[config.mk]
export PLATFORM = sky130hd
export DESIGN_NAME = trapUnitTop
export DESIGN_NICKNAME = d
export VERILOG_FILES = /design/src/hdl/memMapPkg.sv /design/src/hdl/riscvPkg.sv /design/src/hdl/timerBusIf.sv /design/src/hdl/busArbiter.sv /design/src/hdl/excDetect.sv /design/src/hdl/mtimer.sv /design/src/hdl/trapCsr.sv /design/src/hdl/trapUnitTop.sv
export SDC_FILE = /design/constraint.sdc
export NUM_CORES = 1
export LEC_CHECK = 0
export BUFFER_PORTS_ARGS = -buffer_cell sky130_fd_sc_hd__buf_2
export CAP_MARGIN = 20
export CORE_AREA = 5 5 189 191
export DETAILED_ROUTE_END_ITERATION = 6
export DIE_AREA = 0 0 194 196
export HOLD_SLACK_MARGIN = 0.12
export PLACE_DENSITY = 0.68
export RECOVER_POWER = 25
export SETUP_SLACK_MARGIN = 0.5
export SLEW_MARGIN = 0
export SYNTH_ARGS = -nofsm -noshare
export SYNTH_HDL_FRONTEND = slang
export SYNTH_HIERARCHICAL = 1
export SYNTH_SLANG_ARGS = --single-unit
export TNS_END_PERCENT = 10
[constraint.sdc]
create_clock -name clk_i -period 5.75 [get_ports clk_i]
set_input_delay 0 -clock clk_i [delete_from_list [all_inputs] [get_ports clk_i]]
set_output_delay 0 -clock clk_i [all_outputs]
set_load 0.02 [all_outputs]
[src/hdl/memMapPkg.sv]
package memMapPkg;

    localparam logic [31:0] RAM_BASE    = 32'h8000_0000;

    // Machine timer registers, one word each
    localparam logic [31:0] MTIME_LO    = 32'hFFFF_0000;
    localparam logic [31:0] MTIME_HI    = 32'hFFFF_0004;
    localparam logic [31:0] MTIMECMP_LO = 32'hFFFF_0008;
    localparam logic [31:0] MTIMECMP_HI = 32'hFFFF_000C;

    // Inclusive bounds of the timer window
    localparam logic [31:0] TIMER_LOW   = MTIME_LO;
    localparam logic [31:0] TIMER_HIGH  = MTIMECMP_HI + 32'd3;

endpackage

[src/hdl/riscvPkg.sv]
package riscvPkg;

    // Memory instruction kinds, as decoded by the core
    typedef enum logic [3:0] {
        MEM_NONE = 4'd0,
        MEM_LB   = 4'd1,
        MEM_LH   = 4'd2,
        MEM_LW   = 4'd3,
        MEM_LBU  = 4'd4,
        MEM_LHU  = 4'd5,
        MEM_SB   = 4'd6,
        MEM_SH   = 4'd7,
        MEM_SW   = 4'd8
    } memInstType_t;

    // Synchronous exception causes
    localparam logic [31:0] M_INSTR_MISALIGN = 32'd0;
    localparam logic [31:0] M_INSTR_AFAULT   = 32'd1;
    localparam logic [31:0] M_ILL_INSTR      = 32'd2;
    localparam logic [31:0] M_LOAD_MISALIGN  = 32'd4;
    localparam logic [31:0] M_LOAD_AFAULT    = 32'd5;
    localparam logic [31:0] M_STORE_MISALIGN = 32'd6;
    localparam logic [31:0] M_STORE_AFAULT   = 32'd7;

    // Interrupt bit set in the MSB
    localparam logic [31:0] M_TIMER_INT      = 32'h8000_0007;

endpackage

[src/hdl/timerBusIf.sv]
`timescale 1ns/1ns

interface timerBusIf;
    logic        req;
    logic        we;
    logic [31:0] addr;
    logic [31:0] wdata;
    logic [31:0] rdata;
    logic        grant;

    modport master (
        output req, we, addr, wdata,
        input  rdata, grant
    );

    modport slave (
        input  req, we, addr, wdata,
        output rdata, grant
    );

    // Arbiter faces a master, so it answers like a slave
    modport arbiter (
        input  req, we, addr, wdata,
        output rdata, grant
    );
endinterface

[src/hdl/busArbiter.sv]
`timescale 1ns/1ns

module busArbiter (
    input  logic        clk_i,
    input  logic        rstN_i,
    timerBusIf.arbiter  core,
    timerBusIf.arbiter  host,
    timerBusIf.master   slave
);

    typedef enum logic {
        OWN_CORE = 1'b0,
        OWN_HOST = 1'b1
    } owner_t;

    owner_t lastOwner;
    owner_t sel;

    // Core first, idle bus stays parked on the last owner
    always_comb begin
        if (core.req) begin
            sel = OWN_CORE;
        end else if (host.req) begin
            sel = OWN_HOST;
        end else begin
            sel = lastOwner;
        end
    end

    always_ff @(posedge clk_i) begin
        if (!rstN_i) begin
            lastOwner <= OWN_CORE;
        end else begin
            lastOwner <= sel;
        end
    end

    assign slave.req   = core.req || host.req;
    assign slave.we    = (sel == OWN_HOST) ? host.we    : core.we;
    assign slave.addr  = (sel == OWN_HOST) ? host.addr  : core.addr;
    assign slave.wdata = (sel == OWN_HOST) ? host.wdata : core.wdata;

    assign core.grant = core.req && slave.grant;
    assign host.grant = host.req && !core.req && slave.grant;

    assign core.rdata = (sel == OWN_CORE) ? slave.rdata : '0;
    assign host.rdata = (sel == OWN_HOST) ? slave.rdata : '0;

endmodule

[src/hdl/excDetect.sv]
`timescale 1ns/1ns

module excDetect #(
    parameter int ramAddrWidth = 16
) (
    input  logic                   instValid_i,
    input  logic                   shouldJump_i,
    input  logic [31:0]            pcJumpDst_i,
    input  logic [31:0]            pc_i,
    input  logic [31:0]            dataAddress_i,
    input  riscvPkg::memInstType_t memInstType_i,
    input  logic                   instInvalid_i,
    input  logic                   priv_i,
    input  logic [31:0]            privCause_i,
    input  logic [31:0]            storeData_i,
    input  logic                   mtimeExc_i,
    output logic [31:0]            excCause_o,
    output logic [31:0]            trapInfo_o,
    output logic                   excPresent_o,
    output logic [31:0]            loadData_o,
    timerBusIf.master              bus
);

    logic        pcInRam;
    logic        dataInRam;
    logic        dataInTimer;
    logic        isLoad;
    logic        isStore;
    logic        halfAccess;
    logic        wordAccess;
    logic        misaligned;
    logic        timerAccess;
    logic        excPresent;
    logic [31:0] excCause;
    logic [31:0] trapInfo;

    assign pcInRam     = pc_i[31:ramAddrWidth] == memMapPkg::RAM_BASE[31:ramAddrWidth];
    assign dataInRam   = dataAddress_i[31:ramAddrWidth] == memMapPkg::RAM_BASE[31:ramAddrWidth];
    assign dataInTimer = (dataAddress_i >= memMapPkg::TIMER_LOW)
                      && (dataAddress_i <= memMapPkg::TIMER_HIGH);

    // Access direction and size
    always_comb begin
        isLoad     = 1'b0;
        isStore    = 1'b0;
        halfAccess = 1'b0;
        wordAccess = 1'b0;
        case (memInstType_i)
            riscvPkg::MEM_LB, riscvPkg::MEM_LBU: begin
                isLoad = 1'b1;
            end
            riscvPkg::MEM_LH, riscvPkg::MEM_LHU: begin
                isLoad     = 1'b1;
                halfAccess = 1'b1;
            end
            riscvPkg::MEM_LW: begin
                isLoad     = 1'b1;
                wordAccess = 1'b1;
            end
            riscvPkg::MEM_SB: begin
                isStore = 1'b1;
            end
            riscvPkg::MEM_SH: begin
                isStore    = 1'b1;
                halfAccess = 1'b1;
            end
            riscvPkg::MEM_SW: begin
                isStore    = 1'b1;
                wordAccess = 1'b1;
            end
            default: begin
            end
        endcase
    end

    assign misaligned = (halfAccess && dataAddress_i[0])
                     || (wordAccess && (dataAddress_i[1:0] != 2'b00));

    // Priority chain, first match wins
    always_comb begin
        excPresent  = 1'b0;
        excCause    = '0;
        trapInfo    = '0;
        timerAccess = 1'b0;
        if (instValid_i) begin
            if (shouldJump_i && (pcJumpDst_i[1:0] != 2'b00)) begin
                excPresent = 1'b1;
                excCause   = riscvPkg::M_INSTR_MISALIGN;
                trapInfo   = pcJumpDst_i;
            end else if (!pcInRam) begin
                excPresent = 1'b1;
                excCause   = riscvPkg::M_INSTR_AFAULT;
                trapInfo   = pc_i;
            end else if (instInvalid_i) begin
                excPresent = 1'b1;
                excCause   = riscvPkg::M_ILL_INSTR;
                trapInfo   = pc_i;
            end else if (priv_i) begin
                excPresent = 1'b1;
                excCause   = privCause_i;
                trapInfo   = pc_i;
            end else if (isLoad || isStore) begin
                if (!dataInRam && !dataInTimer) begin
                    excPresent = 1'b1;
                    excCause   = isStore ? riscvPkg::M_STORE_AFAULT : riscvPkg::M_LOAD_AFAULT;
                    trapInfo   = dataAddress_i;
                end else if (misaligned) begin
                    excPresent = 1'b1;
                    excCause   = isStore ? riscvPkg::M_STORE_MISALIGN
                                         : riscvPkg::M_LOAD_MISALIGN;
                    trapInfo   = dataAddress_i;
                end else begin
                    timerAccess = dataInTimer;
                end
            end else if (mtimeExc_i) begin
                excPresent = 1'b1;
                excCause   = riscvPkg::M_TIMER_INT;
            end
        end
    end

    assign excPresent_o = excPresent;
    assign excCause_o   = excCause;
    assign trapInfo_o   = trapInfo;

    // Core side of the timer bus
    assign bus.req   = timerAccess;
    assign bus.we    = isStore;
    assign bus.addr  = dataAddress_i;
    assign bus.wdata = storeData_i;

    assign loadData_o = (bus.grant && isLoad) ? bus.rdata : '0;

endmodule

[src/hdl/mtimer.sv]
`timescale 1ns/1ns

module mtimer (
    input  logic      clk_i,
    input  logic      rstN_i,
    output logic      timerPending_o,
    timerBusIf.slave  bus
);

    logic [63:0] mtime;
    logic [63:0] mtimecmp;
    logic [63:0] mtimeNext;
    logic [31:0] wordAddr;
    logic        wrEn;

    assign wordAddr  = {bus.addr[31:2], 2'b00};
    assign wrEn      = bus.req && bus.we;
    assign mtimeNext = mtime + 64'd1;

    // Always ready, access completes in the request cycle
    assign bus.grant = bus.req;

    always_ff @(posedge clk_i) begin
        if (!rstN_i) begin
            mtime    <= '0;
            mtimecmp <= '1;
        end else begin
            mtime <= mtimeNext;
            if (wrEn) begin
                case (wordAddr)
                    memMapPkg::MTIME_LO:    mtime          <= {mtimeNext[63:32], bus.wdata};
                    memMapPkg::MTIME_HI:    mtime          <= {bus.wdata, mtimeNext[31:0]};
                    memMapPkg::MTIMECMP_LO: mtimecmp[31:0]  <= bus.wdata;
                    memMapPkg::MTIMECMP_HI: mtimecmp[63:32] <= bus.wdata;
                    default: begin
                    end
                endcase
            end
        end
    end

    // Read mux
    always_comb begin
        case (wordAddr)
            memMapPkg::MTIME_LO:    bus.rdata = mtime[31:0];
            memMapPkg::MTIME_HI:    bus.rdata = mtime[63:32];
            memMapPkg::MTIMECMP_LO: bus.rdata = mtimecmp[31:0];
            memMapPkg::MTIMECMP_HI: bus.rdata = mtimecmp[63:32];
            default:                bus.rdata = '0;
        endcase
    end

    assign timerPending_o = mtime >= mtimecmp;

endmodule

[src/hdl/trapCsr.sv]
`timescale 1ns/1ns

module trapCsr #(
    parameter logic [31:0] mtvecAddr = 32'h8000_0100
) (
    input  logic        clk_i,
    input  logic        rstN_i,
    input  logic        trapIn_i,
    input  logic [31:0] excCause_i,
    input  logic [31:0] trapInfo_i,
    input  logic [31:0] pc_i,
    input  logic        mret_i,
    input  logic        irqEnable_i,
    input  logic        timerPending_i,
    output logic        mtimeExc_o,
    output logic [31:0] mcause_o,
    output logic [31:0] mepc_o,
    output logic [31:0] mtval_o,
    output logic        trapTaken_o,
    output logic [31:0] trapTarget_o
);

    logic        mie;
    logic        mpie;
    logic        trapTaken;
    logic [31:0] mcause;
    logic [31:0] mepc;
    logic [31:0] mtval;

    // Interrupt enable stack
    always_ff @(posedge clk_i) begin
        if (!rstN_i) begin
            mie       <= 1'b0;
            mpie      <= 1'b0;
            trapTaken <= 1'b0;
        end else begin
            trapTaken <= trapIn_i;
            if (trapIn_i) begin
                mpie <= mie;
                mie  <= 1'b0;
            end else if (mret_i) begin
                mie  <= mpie;
                mpie <= 1'b1;
            end else if (irqEnable_i) begin
                mie <= 1'b1;
            end
        end
    end

    // Trap state capture
    always_ff @(posedge clk_i) begin
        if (trapIn_i) begin
            mcause <= excCause_i;
            mepc   <= pc_i;
            mtval  <= trapInfo_i;
        end
    end

    // Pending timer only counts while interrupts are on
    assign mtimeExc_o = timerPending_i && mie;

    assign mcause_o     = mcause;
    assign mepc_o       = mepc;
    assign mtval_o      = mtval;
    assign trapTaken_o  = trapTaken;
    assign trapTarget_o = mtvecAddr;

endmodule

[src/hdl/trapUnitTop.sv]
`timescale 1ns/1ns

module trapUnitTop #(
    parameter int          ramAddrWidth = 16,
    parameter logic [31:0] mtvecAddr    = 32'h8000_0100
) (
    input  logic                   clk_i,
    input  logic                   rstN_i,
    input  logic                   instValid_i,
    input  logic                   shouldJump_i,
    input  logic [31:0]            pcJumpDst_i,
    input  logic [31:0]            pc_i,
    input  logic [31:0]            dataAddress_i,
    input  riscvPkg::memInstType_t memInstType_i,
    input  logic                   instInvalid_i,
    input  logic                   priv_i,
    input  logic [31:0]            privCause_i,
    input  logic [31:0]            storeData_i,
    input  logic                   mret_i,
    input  logic                   irqEnable_i,
    input  logic                   hostReq_i,
    input  logic                   hostWe_i,
    input  logic [31:0]            hostAddr_i,
    input  logic [31:0]            hostWdata_i,
    output logic [31:0]            hostRdata_o,
    output logic                   hostGrant_o,
    output logic                   excPresent_o,
    output logic [31:0]            excCause_o,
    output logic [31:0]            trapInfo_o,
    output logic [31:0]            loadData_o,
    output logic [31:0]            mcause_o,
    output logic [31:0]            mepc_o,
    output logic [31:0]            mtval_o,
    output logic                   trapTaken_o,
    output logic [31:0]            trapTarget_o
);

    logic        mtimeExc;
    logic        timerPending;
    logic        excPresent;
    logic [31:0] excCause;
    logic [31:0] trapInfo;

    timerBusIf coreBus ();
    timerBusIf hostBus ();
    timerBusIf slaveBus ();

    // Host master enters through plain ports
    assign hostBus.req   = hostReq_i;
    assign hostBus.we    = hostWe_i;
    assign hostBus.addr  = hostAddr_i;
    assign hostBus.wdata = hostWdata_i;
    assign hostRdata_o   = hostBus.rdata;
    assign hostGrant_o   = hostBus.grant;

    excDetect #(.ramAddrWidth(ramAddrWidth)) excDetect0 (
        .instValid_i   (instValid_i),
        .shouldJump_i  (shouldJump_i),
        .pcJumpDst_i   (pcJumpDst_i),
        .pc_i          (pc_i),
        .dataAddress_i (dataAddress_i),
        .memInstType_i (memInstType_i),
        .instInvalid_i (instInvalid_i),
        .priv_i        (priv_i),
        .privCause_i   (privCause_i),
        .storeData_i   (storeData_i),
        .mtimeExc_i    (mtimeExc),
        .excCause_o    (excCause),
        .trapInfo_o    (trapInfo),
        .excPresent_o  (excPresent),
        .loadData_o    (loadData_o),
        .bus           (coreBus.master)
    );

    trapCsr #(.mtvecAddr(mtvecAddr)) trapCsr0 (
        .clk_i          (clk_i),
        .rstN_i         (rstN_i),
        .trapIn_i       (excPresent),
        .excCause_i     (excCause),
        .trapInfo_i     (trapInfo),
        .pc_i           (pc_i),
        .mret_i         (mret_i),
        .irqEnable_i    (irqEnable_i),
        .timerPending_i (timerPending),
        .mtimeExc_o     (mtimeExc),
        .mcause_o       (mcause_o),
        .mepc_o         (mepc_o),
        .mtval_o        (mtval_o),
        .trapTaken_o    (trapTaken_o),
        .trapTarget_o   (trapTarget_o)
    );

    mtimer mtimer0 (
        .clk_i          (clk_i),
        .rstN_i         (rstN_i),
        .timerPending_o (timerPending),
        .bus            (slaveBus.slave)
    );

    busArbiter busArbiter0 (
        .clk_i  (clk_i),
        .rstN_i (rstN_i),
        .core   (coreBus.arbiter),
        .host   (hostBus.arbiter),
        .slave  (slaveBus.master)
    );

    assign excPresent_o = excPresent;
    assign excCause_o   = excCause;
    assign trapInfo_o   = trapInfo;

endmodule

Word level (Yosys, flattened, before mapping)
Index checks and enable logic that the tools add are counted.
{"block": "word_totals", "out_inout_bits": 259, "word_cells": 112, "n_memories": 0, "ramBits": 0, "mem_bits_ro": 0, "latch_bits": 0, "ff_bits": 228}
{"block": "classes", "n_eq_ne": 14, "mul": 0, "div_mod_pow": 0, "reduce_logical": 28, "bitwise_logic": 1, "shift": 0, "add_sub_neg": 1, "order_cmp": 3, "n_mux": 55}
{"op": "32-bit two-way mux", "n": 22}
{"op": "32-bit one-hot mux with 4 select lines", "n": 1}
{"op": "64-bit one-hot mux with 2 select lines", "n": 1}
{"op": "30-bit equality test (second input constant)", "n": 4}
{"op": "64-bit by 1-bit adder with 64-bit output (second input constant)", "n": 1}
{"op": "64-bit >= comparator", "n": 1}
{"op": "64-bit two-way mux", "n": 1}
{"op": "16-bit equality test (second input constant)", "n": 2}
{"op": "32-bit >= comparator (second input constant)", "n": 1}
{"op": "32-bit less-or-equal comparator (second input constant)", "n": 1}
{"op": "1-bit two-way mux", "n": 28}
{"op": "4-bit by 3-bit equality test with 1-bit output (second input constant)", "n": 4}
{"op": "1-bit logical AND", "n": 11}
{"op": "4-bit by 2-bit equality test with 1-bit output (second input constant)", "n": 2}
{"op": "2-bit nonzero test", "n": 4}
{"op": "3-bit OR reduction", "n": 2}
{"op": "5-bit OR reduction", "n": 1}
{"op": "4-bit by 1-bit equality test with 1-bit output (second input constant)", "n": 1}
{"op": "4-bit equality test (second input constant)", "n": 1}
{"op": "2-bit two-way mux", "n": 2}
{"op": "2-bit AND reduction", "n": 2}
{"op": "2-bit OR reduction", "n": 2}
{"op": "1-bit logical NOT", "n": 3}
{"op": "1-bit logical OR", "n": 3}
{"op": "1-bit NOT", "n": 1}

Depth between registers and ports, before layout
{"block": "logic_depth", "word_depth": 19, "mapped_depth": 19, "ltp_nobuf": 14}

Hierarchy
The synthesis kept the hierarchy.
{"mod": "mtimer", "seq_area_each_um2": 2562.5, "cells_each": 991, "area_per_inst_um2": 7905.1, "instances": 1}
{"mod": "trapCsr", "seq_area_each_um2": 2942.8, "cells_each": 140, "area_per_inst_um2": 3245.6, "instances": 1}
{"mod": "excDetect", "seq_area_each_um2": 0.0, "cells_each": 341, "area_per_inst_um2": 2257.2, "instances": 1}
{"mod": "busArbiter", "seq_area_each_um2": 20.0, "cells_each": 149, "area_per_inst_um2": 1342.5, "instances": 1}

Worst setup path after synthesis
No wires, ideal clock.
{"block": "synth_timing", "kind": "register to register", "startpoint": "register mtimer0.mtime[13]", "endpoint": "register trapCsr0.mcause[0], in the netlist trapCsr0/mcause_o[0] (enable)", "arrival_time_ps": 4632, "path_slack_ps": 636, "n_path_buf": 0, "path_stages_with_launch": 12, "required_ps": 5267, "cell_sequence": "dfxtp_1 -> ha_1 -> nand2_1 -> or3_1 -> a2111oi_0 -> a211o_1 -> a21oi_1 -> o31ai_1 -> and2_1 -> or2b_1 -> o31a_1 -> o31a_1"}
{"block": "synth_between", "elab_chain_len": 9}
{"item": "start, declared", "line_no": "mtimer.sv:10", "source": "logic [63:0] mtime;"}
{"item": "start signal, assigned", "line_no": "mtimer.sv:28", "source": "mtime <= mtimeNext;"}
{"item": "start signal, assigned", "line_no": "mtimer.sv:31", "source": "memMapPkg::MTIME_LO: mtime <= {mtimeNext[63:32], bus.wdata};"}
{"item": "start signal, assigned", "line_no": "mtimer.sv:32", "source": "memMapPkg::MTIME_HI: mtime <= {bus.wdata, mtimeNext[31:0]};"}
{"item": "64-bit >= comparator", "line_no": "mtimer.sv:53", "source": "assign timerPending_o = mtime >= mtimecmp;"}
{"item": "net timerPending", "line_no": "trapUnitTop.sv:39", "source": "logic timerPending;"}
{"item": "1-bit logical AND", "line_no": "trapCsr.sv:60", "source": "assign mtimeExc_o = timerPending_i && mie;"}
{"item": "net mtimeExc", "line_no": "trapUnitTop.sv:38", "source": "logic mtimeExc;"}
{"item": "1-bit two-way mux", "line_no": "excDetect.sv:115", "source": "end else if (mtimeExc_i) begin"}
{"item": "1-bit two-way mux", "line_no": "excDetect.sv:102", "source": "end else if (isLoad || isStore) begin"}
{"item": "1-bit two-way mux", "line_no": "excDetect.sv:98", "source": "end else if (priv_i) begin"}
{"item": "1-bit two-way mux", "line_no": "excDetect.sv:94", "source": "end else if (instInvalid_i) begin"}
{"item": "1-bit two-way mux", "line_no": "excDetect.sv:90", "source": "end else if (!pcInRam) begin"}
{"item": "1-bit two-way mux", "line_no": "excDetect.sv:86", "source": "if (shouldJump_i && (pcJumpDst_i[1:0] != 2'b00)) begin"}
{"item": "1-bit two-way mux", "line_no": "excDetect.sv:85", "source": "if (instValid_i) begin"}
{"item": "net excPresent_o", "line_no": "trapUnitTop.sv:27", "source": "output logic excPresent_o,"}
{"item": "end signal, assigned", "line_no": "trapCsr.sv:53", "source": "mcause <= excCause_i;"}
{"item": "end, declared", "line_no": "trapCsr.sv:26", "source": "logic [31:0] mcause;"}
The timed path passes the listed nets, and every way through them passes these cells.
A chain may end at the register's enable or synchronous reset.

Worst setup path after layout
{"block": "layout_timing", "startpoint": "register mtimer0.mtime[11]", "endpoint": "output excCause_o[2]"}
{"block": "layout_between", "elab_chain_len": 9}
{"item": "64-bit >= comparator", "line_no": "mtimer.sv:53"}
{"item": "net timerPending", "line_no": "trapUnitTop.sv:39"}
{"item": "1-bit logical AND", "line_no": "trapCsr.sv:60"}
{"item": "net mtimeExc", "line_no": "trapUnitTop.sv:38"}
{"item": "32-bit two-way mux", "line_no": "excDetect.sv:115"}
{"item": "32-bit two-way mux", "line_no": "excDetect.sv:102"}
{"item": "32-bit two-way mux", "line_no": "excDetect.sv:98"}
{"item": "32-bit two-way mux", "line_no": "excDetect.sv:94"}
{"item": "32-bit two-way mux", "line_no": "excDetect.sv:90"}
{"item": "32-bit two-way mux", "line_no": "excDetect.sv:86"}
{"item": "32-bit two-way mux", "line_no": "excDetect.sv:85"}
{"item": "end, declared", "line_no": "trapUnitTop.sv:28", "source": "output logic [31:0] excCause_o,"}
The timed path passes the listed nets, and every way through them passes these cells.

==> metrics.csv <==
metric;value;unit
status;completed;
f_max;0.206;GHz
worst setup margin;0.897;ns
synth warn;6;
RSZ-0062 raised after global routing;false;
HP Start;rstN_i;
Worst EP required;5.75;ns
num rows;68;
number of max-cap violations;0;
Worst-path clk slew;0.06;ns
total placed cells including tap cells;2393;
TritonCTS clock tree;done;
post-route cell area;19500;µm²
area taken by multi-input logic gates;7820;µm²
syn_area_per_cell;9.10;µm²
Tcrit/Tclk final;84.4;%
P&R area growth vs syn;32.5;%
synthesized instance count;1617;
Die Footprint;38000;µm²
Mapped Area;14700;µm²
critical path class;reg -> out;
Die H;196;µm
Placed Area;16700;µm²
reg-to-reg startpoint;mtimer0/mtime[11];
Pleak;8.28;nW
clock buffer depth;3;
GRT Util Overall;29.5;%
Slew headroom;6.15;%
Fillers;3129;
FF/Latch Area;5530;µm²
routed vias;14835;
antenna viol nets, final;0;
Setup Viol. Count Final;0;
total grt overflow;0;
Startpoint Class;flop;
setup total negative slack;0;ns
Remaining DRCs;0;
core area;33900;µm²
worst slack, placed;0.425;ns
die span in x;194;µm
first-pass GRT wire length;88.3;mm
PortBufs;462;
NumNets Final;2473;
Worst-Margin Slew;1.40;ns
fraction of layout cells with a size suffix above 1;23.3;%
largest net degree at the start of global routing;83;
Worst EP arrival;4.85;ns
root buffer cell;clkbuf_16;
cts bufs inserted;27;
First-pass DRT Iterations;7;
H-tree depth;1;
crit path launch;mtimer0/mtime[11];
Wirelength per Cell;22.6;µm
IO Pins;497;
Slew Viols, Final;0;
Total Wirelength;59.9;mm
Final GP Congestion;0.979;
Initial Util;43.3;%
Hold Violations, Final;0;
Max VDD drop;0.186;mV
Worst Setup End Kind;output port;
crit path time final;4.85;ns
HPWL Detailed;43.5;mm
vias in the first global route;14339;
Post-Layout Cell Count;2655;
via density per instance;5.59;
PwrDens;214;nW/µm²
clock skew;0.0172;ns
CTS Sinks;228;
worst-path fanout max;7;
Hold Path Class;in -> reg;
starting DRC count in detailed routing;1265;
initial antenna violation count;12;
clk_lat worst skew;0.55;ns
==> critical path, cell delays in order, from the launching register on <==
cell and delay [ns]:
dfxtp_1 0.38, ha_1 0.35, nand4_1 0.13, or3_1 0.38, a2111oi_0 0.68, a211o_1 0.24, a21oi_1 0.08, o31ai_1 0.48
and2_1 0.23, and3_1 0.26, a21oi_1 0.06, dlygate4sd3_1 0.56, a21oi_1 0.27, buf_2 0.23
==> through the flow <==
stage / utilization [%] / power (mW) / hold slack [ns]
2_1_floorplan: - / 2.12 / 0.0989
3_3_place_gp: 49.2 / 2.32 / 0.197
3_5_place_dp: 49.2 / 2.33 / 0.196
4_1_cts: 57.8 / 4.20 / 0.139
5_1_grt: 57.4 / 4.30 / 0.157
6_report: 57.4 / 4.17 / 0.153
==> worst paths after layout <==
kind | end | slack (ns) | cells past startpoint
max | excCause_o[2] | 0.90 | 13
min | mtimer0/mtimecmp[0] | 0.15 | 3
max reg2reg | trapCsr0/mcause_o[31] | 1.09 | 13
min reg2reg | trapCsr0/mpie | 0.52 | 1
==> layout make-up <==
cell class | instances | share of cell area (%)
antenna | 10 | 0.128
clock buffer | 32 | 3.56
clock inverter | 17 | 0.950
inverter | 72 | 1.39
multi-input combinational | 1151 | 40.1
sequential | 228 | 28.3
tap | 455 | 2.92
timing repair buffer | 690 | 22.6
==> registers in the layout, indices dropped and copies added, names as in the netlist <==
name and flops:
mtimer0/mtime 64, mtimer0/mtimecmp 64, trapCsr0/mcause_o 32, trapCsr0/mepc_o 32
trapCsr0/mtval_o 32, busArbiter0/lastOwner 1, trapCsr0/mie 1, trapCsr0/mpie 1
trapCsr0/trapTaken_o 1
==> placed cells by master, fill, tap and decap left out, types with 7 or more instances in the layout <==
cell type      count
and3_1             9
a211oi_1          21
o211ai_1          97
buf_2            334
a221o_1           32
ha_1              65
dfxtp_1          132
nand2_1          144
diode_2           10
o21ai_1           25
nand3_1           24
nor3_1            16
clkbuf_1         133
o21ai_0           64
a21oi_1           80
and2_0             8
dlygate4sd3_1    202
xnor2_1           43
edfxtp_1          96
a21oi_2           11
nor4_1            16
clkbuf_16         27
xor2_1            20
mux2_2            63
nand4_1           25
conb_1            32
and2_1           125
buf_4             23
nor2_1            95
and4_1             9
a22oi_1           34
a21o_1             7
inv_1             72
==> timing repair <==
action                                  4_1_cts  5_1_grt
endpoints found under the hold margin       226        0
buffers inserted                              0        0
gates resized for setup                       0        2
endpoints found under the setup margin        0       33
hold buffers                                202        0
==> power by group <==
group / switching (mW) / leakage [nW] / internal, mW
registers: 0.0207 / 1.99 / 1.75
clock network: 0.706 / 0.431 / 1.04
logic: 0.395 / 5.85 / 0.264
==> routing by layer <==
layer | track usage [%] | share of wire (%)
met2 | 49.4 | 46
met4 | 9.79 | 3.9
met1 | 38.6 | 41
met3 | 5.51 | 9.0
met5 | 0 | 0
(Power assumes the default switching activity.)
